**src/long_pipe_pkg.sv**
```systemverilog
`default_nettype none

package long_pipe_pkg;

  localparam int reg_addr_width_gp = 5;

  // Iterative unit step counter
  // Step 0 loads, steps 1 to 64 iterate, the last step fixes signs
  localparam int                         iter_cnt_width_gp = 7;
  localparam logic [iter_cnt_width_gp-1:0] iter_fix_cnt_gp = 7'd65;

  typedef struct packed
  {
    logic [reg_addr_width_gp-1:0] rd_addr;
    logic [63:0]                  rd_data;
  } long_wb_pkt_s;

  typedef enum logic [1:0]
  {
    e_idle
    , e_busy
    , e_done
  } iter_state_e;

endpackage

`default_nettype wire

```
**src/rv_arith_pkg.sv**
```systemverilog
`default_nettype none

package rv_arith_pkg;

  // RV64 integer datapath
  localparam int dword_width_gp = 64;
  localparam int word_width_gp  = 32; // W-form operand width

  // Operations handled by the long-latency pipe
  typedef enum logic [2:0]
  {
    e_op_mulh
    , e_op_mulhsu
    , e_op_mulhu
    , e_op_div
    , e_op_divu
    , e_op_rem
    , e_op_remu
  } long_op_e;

endpackage

`default_nettype wire

```
**src/iter_unit_if.sv**
```systemverilog
`default_nettype none

interface iter_unit_if
  import rv_arith_pkg::*;
  ();

  // Request side
  logic                      v;
  logic                      ready;
  logic [dword_width_gp-1:0] op_a;
  logic [dword_width_gp-1:0] op_b;
  logic                      signed_a;
  logic                      signed_b;

  // Result side held until yumi
  logic                      res_v;
  logic [dword_width_gp-1:0] res_hi;
  logic [dword_width_gp-1:0] res_lo;
  logic                      yumi;

  modport issuer
    (output v, op_a, op_b, signed_a, signed_b, yumi
     , input ready, res_v, res_hi, res_lo
     );

  modport unit
    (input v, op_a, op_b, signed_a, signed_b, yumi
     , output ready, res_v, res_hi, res_lo
     );

endinterface

`default_nettype wire

```
**src/idiv_iterative.sv**
```systemverilog
`default_nettype none

module idiv_iterative
  import rv_arith_pkg::*;
  import long_pipe_pkg::*;
  (input  logic      clk_i
   , input logic     reset_i
   , iter_unit_if.unit port
   );

  iter_state_e                  state_r;
  logic [iter_cnt_width_gp-1:0] cnt_r;
  logic [dword_width_gp-1:0]    quo_r;  // Dividend shifts out as quotient shifts in
  logic [dword_width_gp-1:0]    dvs_r;
  logic [dword_width_gp-1:0]    rem_r;
  logic                         sgn_r;
  logic                         q_neg_r;
  logic                         r_neg_r;

  wire accept    = port.v & port.ready;
  wire busy      = (state_r == e_busy);
  wire load_step = busy & (cnt_r == '0);
  wire fix_step  = busy & (cnt_r == iter_fix_cnt_gp);

  wire neg_a = sgn_r & quo_r[dword_width_gp-1];
  wire neg_b = sgn_r & dvs_r[dword_width_gp-1];

  // Top bit of the trial subtract is the borrow
  wire [dword_width_gp+1:0] diff = {1'b0, rem_r, quo_r[dword_width_gp-1]}
                                   - {2'b00, dvs_r};
  wire                      borrow = diff[dword_width_gp+1];

  always_ff @(posedge clk_i)
  begin
    if (reset_i)
    begin
      state_r <= e_idle;
      cnt_r   <= '0;
    end
    else
    begin
      case (state_r)
        e_idle:
          if (accept)
          begin
            state_r <= e_busy;
            cnt_r   <= '0;
          end
        e_busy:
        begin
          cnt_r <= cnt_r + 1'b1;
          if (fix_step)
            state_r <= e_done;
        end
        e_done:
          if (port.yumi)
            state_r <= e_idle;
        default: state_r <= e_idle;
      endcase
    end
  end

  always_ff @(posedge clk_i)
  begin
    if (accept)
    begin
      quo_r <= port.op_a;
      dvs_r <= port.op_b;
      sgn_r <= port.signed_a;
    end
    else if (load_step)
    begin
      quo_r   <= neg_a ? -quo_r : quo_r;
      dvs_r   <= neg_b ? -dvs_r : dvs_r;
      rem_r   <= '0;
      // Divide by zero keeps the all-ones quotient
      q_neg_r <= (neg_a ^ neg_b) & (dvs_r != '0);
      r_neg_r <= neg_a;
    end
    else if (fix_step)
    begin
      quo_r <= q_neg_r ? -quo_r : quo_r;
      rem_r <= r_neg_r ? -rem_r : rem_r; // Remainder follows the dividend
    end
    else if (busy)
    begin
      if (borrow)
      begin
        rem_r <= {rem_r[dword_width_gp-2:0], quo_r[dword_width_gp-1]};
        quo_r <= {quo_r[dword_width_gp-2:0], 1'b0};
      end
      else
      begin
        rem_r <= diff[dword_width_gp-1:0];
        quo_r <= {quo_r[dword_width_gp-2:0], 1'b1};
      end
    end
  end

  assign port.ready  = (state_r == e_idle);
  assign port.res_v  = (state_r == e_done);
  assign port.res_hi = quo_r;
  assign port.res_lo = rem_r;

endmodule

`default_nettype wire

```
**src/imulh_iterative.sv**
```systemverilog
`default_nettype none

module imulh_iterative
  import rv_arith_pkg::*;
  import long_pipe_pkg::*;
  (input  logic      clk_i
   , input logic     reset_i
   , iter_unit_if.unit port
   );

  iter_state_e                    state_r;
  logic [iter_cnt_width_gp-1:0]   cnt_r;
  logic [dword_width_gp-1:0]      a_r;
  logic [dword_width_gp-1:0]      b_r;  // Multiplier consumed LSB first
  logic                           sa_r;
  logic                           sb_r;
  logic                           neg_r;
  logic [2*dword_width_gp-1:0]    prod_r;

  wire accept    = port.v & port.ready;
  wire busy      = (state_r == e_busy);
  wire load_step = busy & (cnt_r == '0);
  wire fix_step  = busy & (cnt_r == iter_fix_cnt_gp);

  wire neg_a = sa_r & a_r[dword_width_gp-1];
  wire neg_b = sb_r & b_r[dword_width_gp-1];

  // One shift-add step on the upper half
  wire [dword_width_gp-1:0] addend = b_r[0] ? a_r : '0;
  wire [dword_width_gp:0]   acc_sum = {1'b0, prod_r[2*dword_width_gp-1 -: dword_width_gp]}
                                      + {1'b0, addend};

  always_ff @(posedge clk_i)
  begin
    if (reset_i)
    begin
      state_r <= e_idle;
      cnt_r   <= '0;
    end
    else
    begin
      case (state_r)
        e_idle:
          if (accept)
          begin
            state_r <= e_busy;
            cnt_r   <= '0;
          end
        e_busy:
        begin
          cnt_r <= cnt_r + 1'b1;
          if (fix_step)
            state_r <= e_done;
        end
        e_done:
          if (port.yumi)
            state_r <= e_idle;
        default: state_r <= e_idle;
      endcase
    end
  end

  always_ff @(posedge clk_i)
  begin
    if (accept)
    begin
      a_r  <= port.op_a;
      b_r  <= port.op_b;
      sa_r <= port.signed_a;
      sb_r <= port.signed_b;
    end
    else if (load_step)
    begin
      a_r    <= neg_a ? -a_r : a_r; // Magnitudes
      b_r    <= neg_b ? -b_r : b_r;
      neg_r  <= neg_a ^ neg_b;
      prod_r <= '0;
    end
    else if (fix_step)
      prod_r <= neg_r ? -prod_r : prod_r;
    else if (busy)
    begin
      prod_r <= {acc_sum, prod_r[dword_width_gp-1:1]};
      b_r    <= b_r >> 1;
    end
  end

  assign port.ready  = (state_r == e_idle);
  assign port.res_v  = (state_r == e_done);
  assign port.res_hi = prod_r[2*dword_width_gp-1 -: dword_width_gp];
  assign port.res_lo = prod_r[dword_width_gp-1:0];

endmodule

`default_nettype wire

```
**src/long_pipe_ctrl.sv**
```systemverilog
`default_nettype none

module long_pipe_ctrl
  import rv_arith_pkg::*;
  import long_pipe_pkg::*;
  (input  logic                           clk_i
   , input logic                          reset_i

   , input logic                          issue_v_i
   , input long_op_e                      fu_op_i
   , input logic                          opw_i
   , input logic [dword_width_gp-1:0]     rs1_i
   , input logic [dword_width_gp-1:0]     rs2_i
   , input logic [reg_addr_width_gp-1:0]  rd_addr_i
   , output logic                         busy_o

   , iter_unit_if.issuer                  mul
   , iter_unit_if.issuer                  div

   , output long_wb_pkt_s                 wb_pkt_o
   , output logic                         wb_v_o
   , input logic                          wb_yumi_i
   );

  long_op_e                     fu_op_r;
  logic                         opw_r;
  logic [reg_addr_width_gp-1:0] rd_addr_r;
  logic                         wb_pend_r;
  logic                         wb_v_r;
  long_wb_pkt_s                 wb_pkt_r;
  logic [dword_width_gp-1:0]    rd_data_li;

  wire accept  = issue_v_i & ~busy_o;
  wire wb_take = wb_v_r & wb_yumi_i;
  wire is_mul  = fu_op_i inside {e_op_mulh, e_op_mulhsu, e_op_mulhu};

  // W forms run on the upper word of the 64-bit divider
  wire [dword_width_gp-1:0] op_a = opw_i ? (rs1_i << word_width_gp) : rs1_i;
  wire [dword_width_gp-1:0] op_b = opw_i ? (rs2_i << word_width_gp) : rs2_i;

  assign mul.v        = accept & is_mul;
  assign mul.op_a     = op_a;
  assign mul.op_b     = op_b;
  assign mul.signed_a = fu_op_i inside {e_op_mulh, e_op_mulhsu};
  assign mul.signed_b = (fu_op_i == e_op_mulh);
  assign mul.yumi     = mul.res_v & wb_take;

  assign div.v        = accept & ~is_mul;
  assign div.op_a     = op_a;
  assign div.op_b     = op_b;
  assign div.signed_a = fu_op_i inside {e_op_div, e_op_rem};
  assign div.signed_b = div.signed_a;
  assign div.yumi     = div.res_v & wb_take;

  wire [dword_width_gp-1:0] quot_w =
    {{(dword_width_gp-word_width_gp){div.res_hi[word_width_gp-1]}},
     div.res_hi[word_width_gp-1:0]};
  wire [dword_width_gp-1:0] rem_w = $signed(div.res_lo) >>> word_width_gp;

  always_comb
  begin
    case (fu_op_r)
      e_op_div, e_op_divu: rd_data_li = opw_r ? quot_w : div.res_hi;
      e_op_rem, e_op_remu: rd_data_li = opw_r ? rem_w : div.res_lo;
      default:             rd_data_li = mul.res_hi; // High product
    endcase
  end

  // First cycle of a unit result
  wire capture = (mul.res_v | div.res_v) & ~wb_v_r;

  always_ff @(posedge clk_i)
  begin
    if (reset_i)
    begin
      wb_pend_r <= 1'b0;
      wb_v_r    <= 1'b0;
    end
    else
    begin
      if (accept)
        wb_pend_r <= 1'b1;
      else if (wb_take)
        wb_pend_r <= 1'b0;

      if (capture)
        wb_v_r <= 1'b1;
      else if (wb_take)
        wb_v_r <= 1'b0;
    end
  end

  always_ff @(posedge clk_i)
  begin
    if (accept)
    begin
      fu_op_r   <= fu_op_i;
      opw_r     <= opw_i;
      rd_addr_r <= rd_addr_i;
    end
    if (capture)
      wb_pkt_r <= '{rd_addr: rd_addr_r, rd_data: rd_data_li};
  end

  // Single operation in flight
  assign busy_o   = ~mul.ready | ~div.ready | wb_pend_r;
  assign wb_v_o   = wb_v_r;
  assign wb_pkt_o = wb_pkt_r;

endmodule

`default_nettype wire

```
**src/pipe_long_top.sv**
```systemverilog
`default_nettype none

module pipe_long_top
  import rv_arith_pkg::*;
  import long_pipe_pkg::*;
  (input  logic                           clk_i
   , input logic                          reset_i

   , input logic                          issue_v_i
   , input long_op_e                      fu_op_i
   , input logic                          opw_i
   , input logic [dword_width_gp-1:0]     rs1_i
   , input logic [dword_width_gp-1:0]     rs2_i
   , input logic [reg_addr_width_gp-1:0]  rd_addr_i
   , output logic                         busy_o

   , output logic                         wb_v_o
   , output logic [reg_addr_width_gp-1:0] wb_rd_addr_o
   , output logic [dword_width_gp-1:0]    wb_data_o
   , input logic                          wb_yumi_i
   );

  iter_unit_if mul_link ();
  iter_unit_if div_link ();

  long_wb_pkt_s wb_pkt;

  long_pipe_ctrl ctrl
    (.clk_i(clk_i)
     ,.reset_i(reset_i)
     ,.issue_v_i(issue_v_i)
     ,.fu_op_i(fu_op_i)
     ,.opw_i(opw_i)
     ,.rs1_i(rs1_i)
     ,.rs2_i(rs2_i)
     ,.rd_addr_i(rd_addr_i)
     ,.busy_o(busy_o)
     ,.mul(mul_link.issuer)
     ,.div(div_link.issuer)
     ,.wb_pkt_o(wb_pkt)
     ,.wb_v_o(wb_v_o)
     ,.wb_yumi_i(wb_yumi_i)
     );

  imulh_iterative imulh
    (.clk_i(clk_i)
     ,.reset_i(reset_i)
     ,.port(mul_link.unit)
     );

  idiv_iterative idiv
    (.clk_i(clk_i)
     ,.reset_i(reset_i)
     ,.port(div_link.unit)
     );

  assign wb_rd_addr_o = wb_pkt.rd_addr;
  assign wb_data_o    = wb_pkt.rd_data;

endmodule

`default_nettype wire

```
**config.mk**
```make
export PLATFORM = sky130hd
export DESIGN_NAME = pipe_long_top
export DESIGN_NICKNAME = d
export VERILOG_FILES = /design/src/long_pipe_pkg.sv /design/src/rv_arith_pkg.sv /design/src/iter_unit_if.sv /design/src/idiv_iterative.sv /design/src/imulh_iterative.sv /design/src/long_pipe_ctrl.sv /design/src/pipe_long_top.sv
export SDC_FILE = /design/constraint.sdc
export NUM_CORES = 2
export LEC_CHECK = 0
export BUFFER_PORTS_ARGS = -buffer_cell sky130_fd_sc_hd__buf_2
export CORE_AREA = 2 2 291 293
export CTS_CLUSTER_SIZE = 40
export DETAILED_ROUTE_END_ITERATION = 8
export DIE_AREA = 0 0 293 295
export GPL_TIMING_DRIVEN = 0
export PLACE_DENSITY = 0.77
export SLEW_MARGIN = 20
export SYNTH_ARGS = -nofsm -noshare
export SYNTH_HDL_FRONTEND = slang
export SYNTH_SLANG_ARGS = --single-unit
```
**constraint.sdc**
```tcl
create_clock -name clk_i -period 6.17 [get_ports clk_i]
set_input_delay 1.234 -clock clk_i [delete_from_list [all_inputs] [get_ports clk_i]]
set_output_delay 1.234 -clock clk_i [all_outputs]
set_load 0.05 [all_outputs]
```
==> results.cfg <==
[layout]
drive_above_1_share = 0.0824
final_cell_mix = edfxtp_1, nand2_1, nor2_1
nNetsFinal = 5232
n_fill_cell = 7458
mostFrequentLayoutCell = edfxtp_1
area_growth_syn_to_layout_pct = 12.6

[sta]
hold_viol_final = 0
max_freq_mhz = 169
setup_viol = 0
timing.final.crit_share = 0.962
period_minus_slack_ns = 5.93
max-slew-margin-rel = 0.179
whs_ns = 0.429
layout_setup_ws_ns = 0.237
slew_viol_final = 0
tightest_slew_ns = 1.23
rsz0062_at_grt = no
clock_skew_ns = 0.0418

[floorplan]
die_width_um = 293
core_um2 = 83200
num_rows = 106
ios = 212
initial_utilization = 0.496
die_h_um = 295
die-area_um2 = 86400

[setup_path]
path_buf_inv = 3
crit_path_end_kind = register
crit_family = simple AND/OR/NAND/NOR gates
slowest_delay_ns = 0.77
path_cells = clkbuf_1 > clkbuf_1 > and2_1 > ha_1 > clkbuf_1 > nand4_1 > nor4_1 > and3_1 > o211ai_1 > nand3_1 > a21oi_1 > o21ai_0 > a21oi_1 > a31oi_1 > a221oi_1 > mux2i_1 > nand2_1
crit_top_cell = clkbuf_1
critPathLaunchType = register
worstPathArrival_ns = 6.32
required_ns = 6.56
path_max_fanout = 10
path_class = register to register
crit_path_top_delay_cell = nor4_1

[cts]
clkTransAtPathRegs_ns = 0.06
cts_tree = built
cts.sinks = 552
cts_buffer_depth = 3
numCtsBuffers = 66
ctsResizeCount = 0
insertion_delay_ns = 0.64
post_cts_buffers = 0
hold_buffers = 0
htreeDepth = 3
root_buffer = clkbuf_16

[logic_synthesis]
synthArstFlopShare = 0
mappedNetlistArea_um2 = 41200
synth.top_cells.by_area = edfxtp_1, a21oi_1, xnor2_1
avgSynthCellArea_um2 = 8.87
syn_nets = 4933
synth_cell_types = 84
ys_ff_latch = 552
synth_edf_count = 532
synth_top_area_frac = 0.387
synth-warning-count = 0
syn-instance-count = 4650
synth-main-ff-cell = edfxtp_1
yosys.area.top_type = edfxtp_1
seq_area_frac_synth = 0.397

[power_and_ir_drop]
leakage_nw = 17.1
ir_drop_v = 0.000213
p_per_area_nw_per_um2 = 284

[placed_design]
place_ws_ns = 0.469
place_congestion = 1.07
dp_hpwl_um = 134000
numPortBuffers = 210

[route]
via_per_inst = 6.75
drc = 0
wl_um = 172000
first_pass_iters = 9
ant_nets = 0
drt_iter0_drc = 6434
wl_per_cell_um = 28.2
num_vias = 41093

[min_path]
hold_path_class = register to register

[flow_run]
drv_cap = 0

[global_route]
track_usage = 0.385
grt.overflow.total = 0
antenna_found_initial = 8
grt_pass1_vias = 37415
grt_pass1_wl_um = 246000
grt_max_degree = 58

[outcome]
status = complete, no violations
power by group:
part           switching, W  internal (W)  leakage (nW)
Sequential         0.000523       0.00469          5.08
Clock               0.00179       0.00225          1.05
Combinational       0.00255       0.00141          10.9
Total               0.00486       0.00835          17.1
Yosys cell counts (11+ instances only):
master / instances
mux2_2: 11
a221o_1: 35
and3_1: 36
nor3_1: 140
o211ai_1: 27
a22oi_1: 24
clkbuf_1: 249
dfxtp_1: 20
a211oi_1: 62
xnor2_1: 253
a221oi_1: 22
and2_1: 76
buf_1: 20
nor4_1: 97
edfxtp_1: 532
a31oi_1: 23
nand3_1: 110
nor2b_1: 32
o21a_1: 14
o21bai_1: 18
xor2_1: 215
nand3b_1: 26
o31ai_1: 11
a222oi_1: 31
or3_1: 78
nand4_1: 62
ha_1: 140
o21ai_0: 199
a21o_1: 61
mux2i_1: 139
or2_2: 14
inv_1: 126
nand2_1: 476
a21oi_1: 472
nor2_1: 477
o22ai_1: 73
or4_1: 41
o221ai_1: 44
nand2b_1: 32
nor3b_1: 11
worst register-to-register path, delay by kind of cell, from the launching register on:
| kind | cells | cell delay, ns |
|---|---|---|
| and+or+nand+nor | 6 | 1.97 |
| DFF | 1 | 0.35 |
| buffers and inverters | 3 | 1.46 |
| AOI/OAI and AO/OA | 6 | 1.58 |
| muxes | 1 | 0.19 |
| adders and majority gates | 1 | 0.12 |
registers in the layout (all words and copies together), names as in the netlist, 2 cells and up:
| name | count |
|---|---|
| imulh.cnt_r | 7 |
| ctrl.fu_op_r | 3 |
| idiv.cnt_r | 7 |
| imulh.prod_r | 128 |
| imulh.a_r | 64 |
| imulh.b_r | 64 |
| idiv.port.res_hi | 64 |
| ctrl.rd_addr_r | 5 |
| ctrl.wb_pkt_o | 69 |
| idiv.port.res_lo | 64 |
| imulh.state_r | 2 |
| idiv.state_r | 2 |
| idiv.dvs_r | 64 |
routing by layer:
metal | global-route usage | wire [µm]
met1 | 0.517 | 65300
met2 | 0.546 | 69300
met3 | 0.124 | 25300
met4 | 0.218 | 11500
met5 | 0 | 35
cell families (layout without fill, tap and decap cells):
family / count (synthesis) / count (layout) / synth area share
other: 0 / 6 / 0
buffers and inverters: 403 / 755 / 0.0370
flip-flops: 552 / 552 / 0.397
AND/OR/NAND/NOR: 1744 / 1744 / 0.205
AO/OA/AOI/OAI: 1191 / 1191 / 0.181
adder cells (fa/ha/maj): 142 / 142 / 0.0434
XOR/XNOR: 468 / 468 / 0.0994
multiplexers: 150 / 150 / 0.0367
final timing paths:
path,slack [ns],depth (start not counted),from,end
setup / recovery,0.24,17,imulh.b_r[0],imulh.prod_r[126]
hold / removal,0.43,0,ctrl.rd_addr_r[4],ctrl.wb_pkt_o[68]
setup reg to reg,0.24,17,imulh.b_r[0],imulh.prod_r[126]
hold reg to reg,0.43,0,ctrl.rd_addr_r[4],ctrl.wb_pkt_o[68]
layout make-up:
type / instances / area [µm²] / area share
clock inverters: 46 / 469 / 0.0101
diodes: 6 / 15.0 / 0.000323
repair buffers: 231 / 1560 / 0.0335
well taps: 1080 / 1350 / 0.0291
inverters: 128 / 480 / 0.0103
multi-input cells: 3695 / 23400 / 0.504
clock buffers: 75 / 1720 / 0.0370
flip-flops and latches: 552 / 16400 / 0.353
plain buffers: 275 / 1060 / 0.0227
stage by stage:
| stage | util | setup TNS [ns] | instances | power (W) | cell area, µm² |
|---|---|---|---|---|---|
| after floorplan | - | 0 | 4650 | 0.00762 | 41200 |
| after global placement | 0.525 | -468.10 | 5940 | 0.00894 | 43600 |
| after CTS | 0.558 | 0 | 6082 | 0.0130 | 46400 |
| final | 0.559 | 0 | 6088 | 0.0132 | 46400 |
| after global routing | 0.558 | 0 | 6082 | 0.0136 | 46400 |
| after detailed placement | 0.532 | 0 | 5961 | 0.00902 | 44200 |
(Power assumes the default switching activity.)
